### config.mk
export PLATFORM = sky130hd
export DESIGN_NAME = pool_top
export DESIGN_NICKNAME = d
export VERILOG_FILES = /design/src/verilog/pool_data_pkg.sv /design/src/verilog/pool_ctrl_pkg.sv /design/src/verilog/pool_row_buffer.sv /design/src/verilog/pool_alu.sv /design/src/verilog/pool_column.sv /design/src/verilog/pool_control.sv /design/src/verilog/pool_skew_stage.sv /design/src/verilog/pool_top.sv
export VERILOG_INCLUDE_DIRS = /design/src /design/src/verilog
export SDC_FILE = /design/constraint.sdc
export NUM_CORES = 2
export LEC_CHECK = 0
export ABC_AREA = 1
export ABC_CLOCK_PERIOD_IN_PS = 4150
export BUFFER_PORTS_ARGS = -buffer_cell sky130_fd_sc_hd__buf_2
export CAP_MARGIN = 20
export CORE_ASPECT_RATIO = 0.8
export CORE_MARGIN = 2
export CORE_UTILIZATION = 35
export CTS_CLUSTER_SIZE = 10
export DETAILED_ROUTE_END_ITERATION = 10
export RECOVER_POWER = 25
export SLEW_MARGIN = 20
export SYNTH_ARGS = -nofsm -noshare
export SYNTH_HDL_FRONTEND = slang
export SYNTH_SLANG_ARGS = --single-unit
### constraint.sdc
create_clock -name clk -period 4.15 [get_ports clk]
set_input_delay 0.415 -clock clk [delete_from_list [all_inputs] [get_ports clk]]
set_output_delay 0.415 -clock clk [all_outputs]
set_load 0.01 [all_outputs]
### src/verilog/pool_config.svh
`ifndef POOL_CONFIG_SVH
`define POOL_CONFIG_SVH

// Width of one sample coming out of the systolic array
`define POOL_DATA_WIDTH 16

// Number of pooling columns, one per array column
`define POOL_COLUMNS 8

// Samples per feature map row, must be even
`define POOL_ROW_LEN 8

// Rows per feature map, must be even
`define POOL_ROWS 4

// Row buffer address width, 2**width must cover half a row
`define POOL_ADDR_WIDTH 2

`endif

### src/verilog/pool_data_pkg.sv
`default_nettype none

`include "pool_config.svh"

package pool_data_pkg;

    // One unsigned sample as delivered by the systolic array
    typedef logic [`POOL_DATA_WIDTH-1:0] sample_t;

    // Two extra bits so that the sum of a 2x2 window never wraps
    typedef logic [`POOL_DATA_WIDTH+1:0] acc_t;

    // Row buffer entry index, one entry per window in a row
    typedef logic [`POOL_ADDR_WIDTH-1:0] buf_addr_t;

endpackage

`default_nettype wire

### src/verilog/pool_ctrl_pkg.sv
`default_nettype none

package pool_ctrl_pkg;

    typedef enum logic
    {
        POOL_MAX = 1'b0,  // Largest value of the window
        POOL_AVG = 1'b1   // Window sum divided by four
    } pool_mode_t;

    typedef enum logic [1:0]
    {
        IDLE     = 2'd0,
        ROW_EVEN = 2'd1,  // First row of a row pair
        ROW_ODD  = 2'd2   // Second row, windows complete here
    } ctrl_state_t;

endpackage

`default_nettype wire

### src/verilog/pool_row_buffer.sv
`timescale 1ns/1ps
`default_nettype none

`include "pool_config.svh"

module pool_row_buffer
    import pool_data_pkg::*;
(
    input  logic      clk,
    input  logic      nrst,
    input  logic      wr_in,
    input  logic      wr_res,
    input  buf_addr_t addr,
    input  sample_t   sample_in,
    input  acc_t      result_in,
    output acc_t      rd_data
);

    localparam int DEPTH = 2 ** `POOL_ADDR_WIDTH;

    acc_t entries [DEPTH];

    always_ff @(posedge clk or negedge nrst)
    begin
        if (!nrst)
        begin
            for (int i = 0; i < DEPTH; i++)
            begin
                entries[i] <= '0;
            end
        end
        else if (wr_in)
        begin
            entries[addr] <= acc_t'(sample_in);  // First sample of a window opens the entry
        end
        else if (wr_res)
        begin
            entries[addr] <= result_in;  // Partial result of the even row
        end
    end

    assign rd_data = entries[addr];  // Read is combinational so the ALU sees it in the same cycle

endmodule

`default_nettype wire

### src/verilog/pool_alu.sv
`timescale 1ns/1ps
`default_nettype none

module pool_alu
    import pool_data_pkg::*, pool_ctrl_pkg::*;
(
    input  sample_t    a,
    input  acc_t       b,
    input  pool_mode_t mode,
    input  logic       last,
    output acc_t       result,
    output sample_t    final_out
);

    acc_t a_ext;

    assign a_ext = acc_t'(a);  // Samples are unsigned so zero extension is enough

    always_comb
    begin
        if (mode == POOL_AVG)
            result = a_ext + b;  // Cannot overflow with two guard bits
        else
            result = (a_ext > b) ? a_ext : b;
    end

    // The finished value only exists on the last step of a window
    always_comb
    begin
        if (!last)
            final_out = '0;
        else if (mode == POOL_AVG)
            final_out = sample_t'(result >> 2);  // Divide the four-sample sum by four
        else
            final_out = sample_t'(result);  // A maximum always fits in one sample
    end

endmodule

`default_nettype wire

### src/verilog/pool_column.sv
`timescale 1ns/1ps
`default_nettype none

module pool_column
    import pool_data_pkg::*, pool_ctrl_pkg::*;
(
    input  logic       clk,
    input  logic       nrst,
    input  sample_t    sample,
    input  buf_addr_t  buf_addr,
    input  logic       buf_wr_in,
    input  logic       buf_wr_res,
    input  logic       fb_sel,
    input  logic       fb_load,
    input  logic       last,
    input  pool_mode_t mode,
    output sample_t    pool_out,
    output logic       pool_done
);

    acc_t    buf_rd;
    acc_t    fb_q;
    acc_t    operand_b;
    acc_t    alu_result;
    sample_t alu_final;

    pool_row_buffer u_row_buffer (
        .clk       (clk),
        .nrst      (nrst),
        .wr_in     (buf_wr_in),
        .wr_res    (buf_wr_res),
        .addr      (buf_addr),
        .sample_in (sample),
        .result_in (alu_result),
        .rd_data   (buf_rd)
    );

    assign operand_b = fb_sel ? fb_q : buf_rd;  // Final step of a window uses the feedback value

    pool_alu u_alu (
        .a         (sample),
        .b         (operand_b),
        .mode      (mode),
        .last      (last),
        .result    (alu_result),
        .final_out (alu_final)
    );

    always_ff @(posedge clk)
    begin
        if (fb_load)
            fb_q <= alu_result;  // Three of four samples combined
        if (last)
            pool_out <= alu_final;
    end

    always_ff @(posedge clk or negedge nrst)
    begin
        if (!nrst)
            pool_done <= 1'b0;
        else
            pool_done <= last;  // One cycle after the window's final sample
    end

endmodule

`default_nettype wire

### src/verilog/pool_control.sv
`timescale 1ns/1ps
`default_nettype none

`include "pool_config.svh"

module pool_control
    import pool_data_pkg::*, pool_ctrl_pkg::*;
(
    input  logic       clk,
    input  logic       nrst,
    input  logic       start,
    input  pool_mode_t mode,
    output logic       busy,
    output buf_addr_t  buf_addr,
    output logic       buf_wr_in,
    output logic       buf_wr_res,
    output logic       fb_sel,
    output logic       fb_load,
    output logic       last,
    output pool_mode_t mode_out,
    output logic       finish_req
);

    localparam int COL_W  = $clog2(`POOL_ROW_LEN);
    localparam int PAIRS  = `POOL_ROWS / 2;
    localparam int PAIR_W = (PAIRS > 1) ? $clog2(PAIRS) : 1;

    ctrl_state_t       state;
    logic [COL_W-1:0]  col_cnt;
    logic [PAIR_W-1:0] pair_cnt;
    pool_mode_t        mode_q;
    logic              active;
    logic              row_odd;
    logic              col_odd;
    logic              row_end;
    logic              frame_end;

    assign active    = (state != IDLE);
    assign row_odd   = (state == ROW_ODD);
    assign col_odd   = col_cnt[0];
    assign row_end   = (col_cnt == COL_W'(`POOL_ROW_LEN - 1));
    assign frame_end = row_end && (pair_cnt == PAIR_W'(PAIRS - 1));

    always_ff @(posedge clk or negedge nrst)
    begin
        if (!nrst)
        begin
            state    <= IDLE;
            col_cnt  <= '0;
            pair_cnt <= '0;
            mode_q   <= POOL_MAX;
        end
        else
        begin
            case (state)
                IDLE:
                begin
                    if (start)
                    begin
                        state    <= ROW_EVEN;
                        col_cnt  <= '0;
                        pair_cnt <= '0;
                        mode_q   <= mode;  // Held for the whole frame
                    end
                end
                ROW_EVEN:
                begin
                    col_cnt <= row_end ? '0 : col_cnt + 1'b1;
                    if (row_end)
                        state <= ROW_ODD;
                end
                ROW_ODD:
                begin
                    col_cnt <= row_end ? '0 : col_cnt + 1'b1;
                    if (frame_end)
                    begin
                        state <= IDLE;  // Start in the next cycle is accepted
                    end
                    else if (row_end)
                    begin
                        state    <= ROW_EVEN;
                        pair_cnt <= pair_cnt + 1'b1;
                    end
                end
                default:
                begin
                    state <= IDLE;
                end
            endcase
        end
    end

    // Window step decode from row parity and column parity
    assign buf_wr_in  = active && !row_odd && !col_odd;
    assign buf_wr_res = active && !row_odd && col_odd;
    assign fb_load    = active && row_odd && !col_odd;
    assign fb_sel     = active && row_odd && col_odd;
    assign last       = fb_sel;
    assign finish_req = fb_sel && frame_end;

    assign buf_addr = buf_addr_t'(col_cnt >> 1);  // One entry per window in the row
    assign mode_out = mode_q;
    assign busy     = active;

endmodule

`default_nettype wire

### src/verilog/pool_skew_stage.sv
`timescale 1ns/1ps
`default_nettype none

module pool_skew_stage
    import pool_data_pkg::*, pool_ctrl_pkg::*;
(
    input  logic       clk,
    input  logic       nrst,
    input  buf_addr_t  in_buf_addr,
    input  logic       in_buf_wr_in,
    input  logic       in_buf_wr_res,
    input  logic       in_fb_sel,
    input  logic       in_fb_load,
    input  logic       in_last,
    input  pool_mode_t in_mode,
    input  logic       in_finish_req,
    output buf_addr_t  out_buf_addr,
    output logic       out_buf_wr_in,
    output logic       out_buf_wr_res,
    output logic       out_fb_sel,
    output logic       out_fb_load,
    output logic       out_last,
    output pool_mode_t out_mode,
    output logic       out_finish_req
);

    // Strobes and the finish request follow the previous column by one cycle
    always_ff @(posedge clk or negedge nrst)
    begin
        if (!nrst)
        begin
            out_buf_wr_in  <= 1'b0;
            out_buf_wr_res <= 1'b0;
            out_fb_sel     <= 1'b0;
            out_fb_load    <= 1'b0;
            out_last       <= 1'b0;
            out_finish_req <= 1'b0;
        end
        else
        begin
            out_buf_wr_in  <= in_buf_wr_in;
            out_buf_wr_res <= in_buf_wr_res;
            out_fb_sel     <= in_fb_sel;
            out_fb_load    <= in_fb_load;
            out_last       <= in_last;
            out_finish_req <= in_finish_req;
        end
    end

    always_ff @(posedge clk)
    begin
        out_buf_addr <= in_buf_addr;  // Address and mode move with their strobes
        out_mode     <= in_mode;
    end

endmodule

`default_nettype wire

### src/verilog/pool_top.sv
`timescale 1ns/1ps
`default_nettype none

`include "pool_config.svh"

module pool_top
    import pool_data_pkg::*, pool_ctrl_pkg::*;
(
    input  logic       clk,
    input  logic       nrst,
    input  logic       start,
    input  pool_mode_t mode,
    input  sample_t    sys_out   [`POOL_COLUMNS],
    output sample_t    pool_out  [`POOL_COLUMNS],
    output logic       pool_done [`POOL_COLUMNS],
    output logic       busy,
    output logic       finish
);

    // Control bundle as seen by each column
    buf_addr_t  c_addr    [`POOL_COLUMNS];
    logic       c_wr_in   [`POOL_COLUMNS];
    logic       c_wr_res  [`POOL_COLUMNS];
    logic       c_fb_sel  [`POOL_COLUMNS];
    logic       c_fb_load [`POOL_COLUMNS];
    logic       c_last    [`POOL_COLUMNS];
    pool_mode_t c_mode    [`POOL_COLUMNS];
    logic       c_finish  [`POOL_COLUMNS];

    pool_control u_control (
        .clk        (clk),
        .nrst       (nrst),
        .start      (start),
        .mode       (mode),
        .busy       (busy),
        .buf_addr   (c_addr[0]),
        .buf_wr_in  (c_wr_in[0]),
        .buf_wr_res (c_wr_res[0]),
        .fb_sel     (c_fb_sel[0]),
        .fb_load    (c_fb_load[0]),
        .last       (c_last[0]),
        .mode_out   (c_mode[0]),
        .finish_req (c_finish[0])
    );

    genvar j;
    generate
        for (j = 1; j < `POOL_COLUMNS; j++)
        begin : g_skew
            pool_skew_stage u_stage (
                .clk (clk), .nrst (nrst),
                .in_buf_addr    (c_addr[j-1]),    .out_buf_addr   (c_addr[j]),
                .in_buf_wr_in   (c_wr_in[j-1]),   .out_buf_wr_in  (c_wr_in[j]),
                .in_buf_wr_res  (c_wr_res[j-1]),  .out_buf_wr_res (c_wr_res[j]),
                .in_fb_sel      (c_fb_sel[j-1]),  .out_fb_sel     (c_fb_sel[j]),
                .in_fb_load     (c_fb_load[j-1]), .out_fb_load    (c_fb_load[j]),
                .in_last        (c_last[j-1]),    .out_last       (c_last[j]),
                .in_mode        (c_mode[j-1]),    .out_mode       (c_mode[j]),
                .in_finish_req  (c_finish[j-1]),  .out_finish_req (c_finish[j])
            );
        end

        for (j = 0; j < `POOL_COLUMNS; j++)
        begin : g_column
            pool_column u_column (
                .clk        (clk),
                .nrst       (nrst),
                .sample     (sys_out[j]),
                .buf_addr   (c_addr[j]),
                .buf_wr_in  (c_wr_in[j]),
                .buf_wr_res (c_wr_res[j]),
                .fb_sel     (c_fb_sel[j]),
                .fb_load    (c_fb_load[j]),
                .last       (c_last[j]),
                .mode       (c_mode[j]),
                .pool_out   (pool_out[j]),
                .pool_done  (pool_done[j])
            );
        end
    endgenerate

    // Extra stage so finish lines up with the last column's done strobe
    pool_skew_stage u_finish_stage (
        .clk (clk), .nrst (nrst),
        .in_buf_addr    ('0),                           .out_buf_addr   (),
        .in_buf_wr_in   (1'b0),                         .out_buf_wr_in  (),
        .in_buf_wr_res  (1'b0),                         .out_buf_wr_res (),
        .in_fb_sel      (1'b0),                         .out_fb_sel     (),
        .in_fb_load     (1'b0),                         .out_fb_load    (),
        .in_last        (1'b0),                         .out_last       (),
        .in_mode        (POOL_MAX),                     .out_mode       (),
        .in_finish_req  (c_finish[`POOL_COLUMNS-1]),    .out_finish_req (finish)
    );

endmodule

`default_nettype wire

==> key figures <==
Global route
  – GR met1 Demand/Resource: between 20% and 30%
  – Vias in the first global route: between 40000 and 50000
  – Grt peak-use layer: met2
  – Total gr overflow: 0
  – M2 GR Usage: about 32%
  – Tot GR Track Use: about a fifth
  – First-pass GRT wire length: around 270000 microns
  – Met3 Use GR: about 3.3%
  – Largest net degree at the start of global routing: 92
  – Antenna violations before repair: 17

Synthesis
  – Mean Syn Cell Area: between 7 and 8 sq um
  – Synth Warn #: 0
  – Post-synth EDFFs: about 270
  – Cells after Synth: 7365
  – Post-synth cell types: 50
  – Async S/R FF share, synth: slightly below 70%
  – Yosys reg bits: 913
  – Area of the mapped netlist: ~55000 sq um
  – Syn nets: slightly below 8000
  – Synth Flop Type: dfrtp_1
  – Sequential fraction of the synthesis area: a little over two fifths

Routing
  – Vias: 49913
  – Router iterations before antenna repair: 6
  – DRT iter0 DRCs: ~4600
  – Remaining routing DRC violations: 0
  – DR vias/cell: approximately 5.0
  – Wire per inst: between 15 and 20 microns
  – Routed Antenna Nets: 0
  – Total Wirelength: 170000 microns

Clock tree
  – H-tree Lvls: 3
  – Clock transition at the registers of the reported paths: roughly 60 ps
  – CTS sink cnt: approximately 910
  – Total CTS buffers: about 110
  – Clock latency on the worst-skew pair: 730 ps
  – Root Buffer: clkbuf_16
  – CTS tree: built
  – CTS Buffer Depth: 3

Die
  – Core ar.: 157000 sq um
  – Initial Utilization: 35.3%
  – I/O pin cnt: 270
  – DIE HEIGHT: between 300 and 400 microns
  – Die X: approximately 450 microns
  – Std cell rows: between 100 and 150
  – Die area: 161000 sq um

Timing
  – TNS Setup: 0 ps
  – Fmax: about 260 MHz
  – Slew headroom: -82.6%
  – Final setup violation count: 0
  – Setup Skew: about 32 ps
  – Fin crit share: 93.0%
  – Fin crit period: 3860 ps
  – Max-slew violation count: 150
  – Count of final hold-check violations: 0
  – Actual slew at the worst max-slew pin: ~2700 ps

Layout
  – Synth-to-layout area growth: 13.7%
  – Nets@finish: around 8100
  – Filler cell count: approximately 16000
  – Layout cells sized above 1: 11.2%

Critical path
  – CP required: roughly 4600 ps
  – R2R depth: 17
  – Crit path from: g_skew[5].u_stage.out_buf_addr[1]$_DFF_P_
  – Critical path type: flop to flop
  – CP startpoint kind: flop
  – Worst EP arrival: ~4300 ps
  – Reg2reg setup slack: between 200 and 300 ps
  – Worst reg2reg path endpoint: g_column[5].u_column.pool_out[14]$_DFFE_PP_
  – Reg2reg start: g_skew[5].u_stage.out_buf_addr[1]$_DFF_P_
  – Crit. End Element: flop
  – Crit Path Max Fanout: 19

Placed design
  – Port Buffers: 269
  – Final HPWL DP: between 100000 and 150000 microns
  – Placer Congestion: about 0.94

Outcome
  – Status: complete, but fails checks
  – Failing checks: capacitance limit, slew limit

Worst hold path
  – Worst Hold Depth: 5
  – Sink of the worst hold path: g_column[0].u_column.u_row_buffer.entries[4]$_DFFE_PN0P_
  – Hold Startpoint: sys_out[116]
  – Hold WC Path Type: primary input to flop

Run
  – Max_cap viols: 4
==> critical path, stage by stage (launching register included) <==
cell      delay [ps]
dfxtp_1          440
nand2_1          100
inv_2            380
a22oi_1          160
nand2_1           90
nand2_1           60
o21ai_0          180
inv_1            130
ha_1             290
inv_1            130
nor3_1            70
nand4_1          130
nand3_2          110
nor2_4           450
nand2_2          270
nand2_1          140
nand2_1           60
a21boi_0         400
==> logic make-up (layout without fill, tap and decap cells) <==
kind of cell	after synthesis	after routing	synth area share, %
compound gates	782	782	8.84
xor+xnor	30	30	0.474
fa+ha+maj	272	272	6.25
buf+inv	950	1349	6.89
flops	913	913	43.5
other cells	0	9	0
simple gates	4418	4418	34.0
==> how the worst max path moves through the flow <==
stage | endpoint | cells after the start
floorplan | g_column[0].u_column.pool_out[14]$_DFFE_PP_ | 17
global placement | g_column[2].u_column.pool_out[15]$_DFFE_PP_ | 21
detailed placement | g_column[4].u_column.pool_out[15]$_DFFE_PP_ | 22
CTS | g_column[4].u_column.pool_out[15]$_DFFE_PP_ | 22
global route | g_column[6].u_column.pool_out[15]$_DFFE_PP_ | 21
finish | g_column[5].u_column.pool_out[14]$_DFFE_PP_ | 17
==> registers in the layout (all words and copies together), names as in the netlist <==
signal,cells
g_column.u_column.fb_q,144
g_column.u_column.pool_done,8
g_column.u_column.pool_out,128
g_column.u_column.u_row_buffer.entries,576
g_skew.u_stage.out_buf_addr,14
g_skew.u_stage.out_buf_wr_in,7
g_skew.u_stage.out_buf_wr_res,7
g_skew.u_stage.out_fb_load,7
g_skew.u_stage.out_finish_req,7
g_skew.u_stage.out_mode,7
u_control.col_cnt,3
u_control.mode_out,1
u_control.pair_cnt,1
u_control.state,2
u_finish_stage.out_finish_req,1
==> Yosys cell counts (9+ instances only) <==
| library cell | instances | area share, % |
|---|---|---|
| o31ai_1 | 11 | 0.15 |
| nand3_2 | 153 | 2.8 |
| nand4_1 | 29 | 0.33 |
| buf_1 | 42 | 0.28 |
| nand3_1 | 413 | 3.7 |
| a22oi_1 | 265 | 3.6 |
| nor2_1 | 799 | 5.4 |
| dfxtp_1 | 21 | 0.76 |
| nand3b_1 | 67 | 0.91 |
| a21boi_0 | 18 | 0.24 |
| nand2_1 | 2790 | 19 |
| nor2_2 | 11 | 0.12 |
| o21a_1 | 13 | 0.18 |
| or2_2 | 63 | 0.71 |
| and2_1 | 14 | 0.16 |
| buf_4 | 20 | 0.27 |
| clkbuf_1 | 128 | 0.87 |
| o21bai_1 | 23 | 0.31 |
| ha_1 | 264 | 6.0 |
| buf_6 | 16 | 0.33 |
| inv_1 | 679 | 4.6 |
| nor3_1 | 34 | 0.31 |
| nand2_2 | 27 | 0.30 |
| o211ai_1 | 9 | 0.12 |
| xor2_1 | 24 | 0.38 |
| o21ai_0 | 229 | 2.1 |
| a21oi_1 | 178 | 1.6 |
| inv_2 | 18 | 0.12 |
| dfrtp_1 | 620 | 28 |
| edfxtp_1 | 272 | 15 |
| buf_2 | 38 | 0.34 |
==> metrics by stage <==
stage	instance area [sq um]	instances	setup slack [ps]	hold slack (ps)	utilization (%)
global route	63000	9881	-2.30	52.5	40.1
finish	63000	9885	291	98.4	40.1
floorplan	55400	7365	619	119	-
CTS	62900	9868	93.7	24.5	40.0
detailed placement	59700	9663	129	335	38.0
global placement	59700	9663	124	334	38.0
==> layout make-up <==
class | instances | area, sq um | area share [%]
multi-input cells | 5502 | 27500 | 43.7
flip-flops and latches | 913 | 24100 | 38.3
clock buffers | 184 | 3090 | 4.90
repair buffers | 446 | 2810 | 4.47
inverters | 701 | 2650 | 4.20
well taps | 2112 | 2640 | 4.19
clock inverters | 18 | 151 | 0.240
diodes | 9 | 22.5 | 0.0358
==> layout by cell type (no fill, tap or decap), types with 10 or more instances in the layout <==
| cell | n |
|---|---|
| o21a_1 | 13 |
| ha_1 | 264 |
| nand3_2 | 154 |
| o21bai_1 | 23 |
| buf_4 | 139 |
| inv_2 | 10 |
| or2_2 | 63 |
| inv_1 | 678 |
| nand2_1 | 2790 |
| clkinv_2 | 12 |
| clkbuf_1 | 83 |
| clkbuf_8 | 10 |
| nand2_2 | 26 |
| o21ai_0 | 224 |
| o31ai_1 | 11 |
| a22oi_1 | 265 |
| and2_1 | 14 |
| nand3b_1 | 67 |
| nor2_1 | 797 |
| a21boi_0 | 18 |
| dfrtp_1 | 620 |
| buf_2 | 268 |
| dfxtp_1 | 19 |
| xor2_1 | 24 |
| buf_12 | 16 |
| a21oi_1 | 177 |
| nand4_1 | 29 |
| edfxtp_1 | 272 |
| nor2_2 | 11 |
| clkbuf_16 | 108 |
| nand3_1 | 412 |
| nor3_1 | 33 |
==> routing by layer <==
layer	part of all wire [%]	up-vias	routed length (microns)
li1	-	24290	-
met1	46	23644	79200
met2	44	1698	75400
met3	6.9	271	11800
met4	2.3	10	3880
met5	0.039	-	67
==> what timing repair did <==
item,4_1_cts,5_1_grt
resized for setup,0,30
endpoints found under the setup margin,0,173
endpoints found under the hold margin,78,0
hold buffers,3,0
setup buffers,0,8
Power is not shown: default switching activity piles up to over one toggle a cycle in this logic, so the estimate is an artifact.
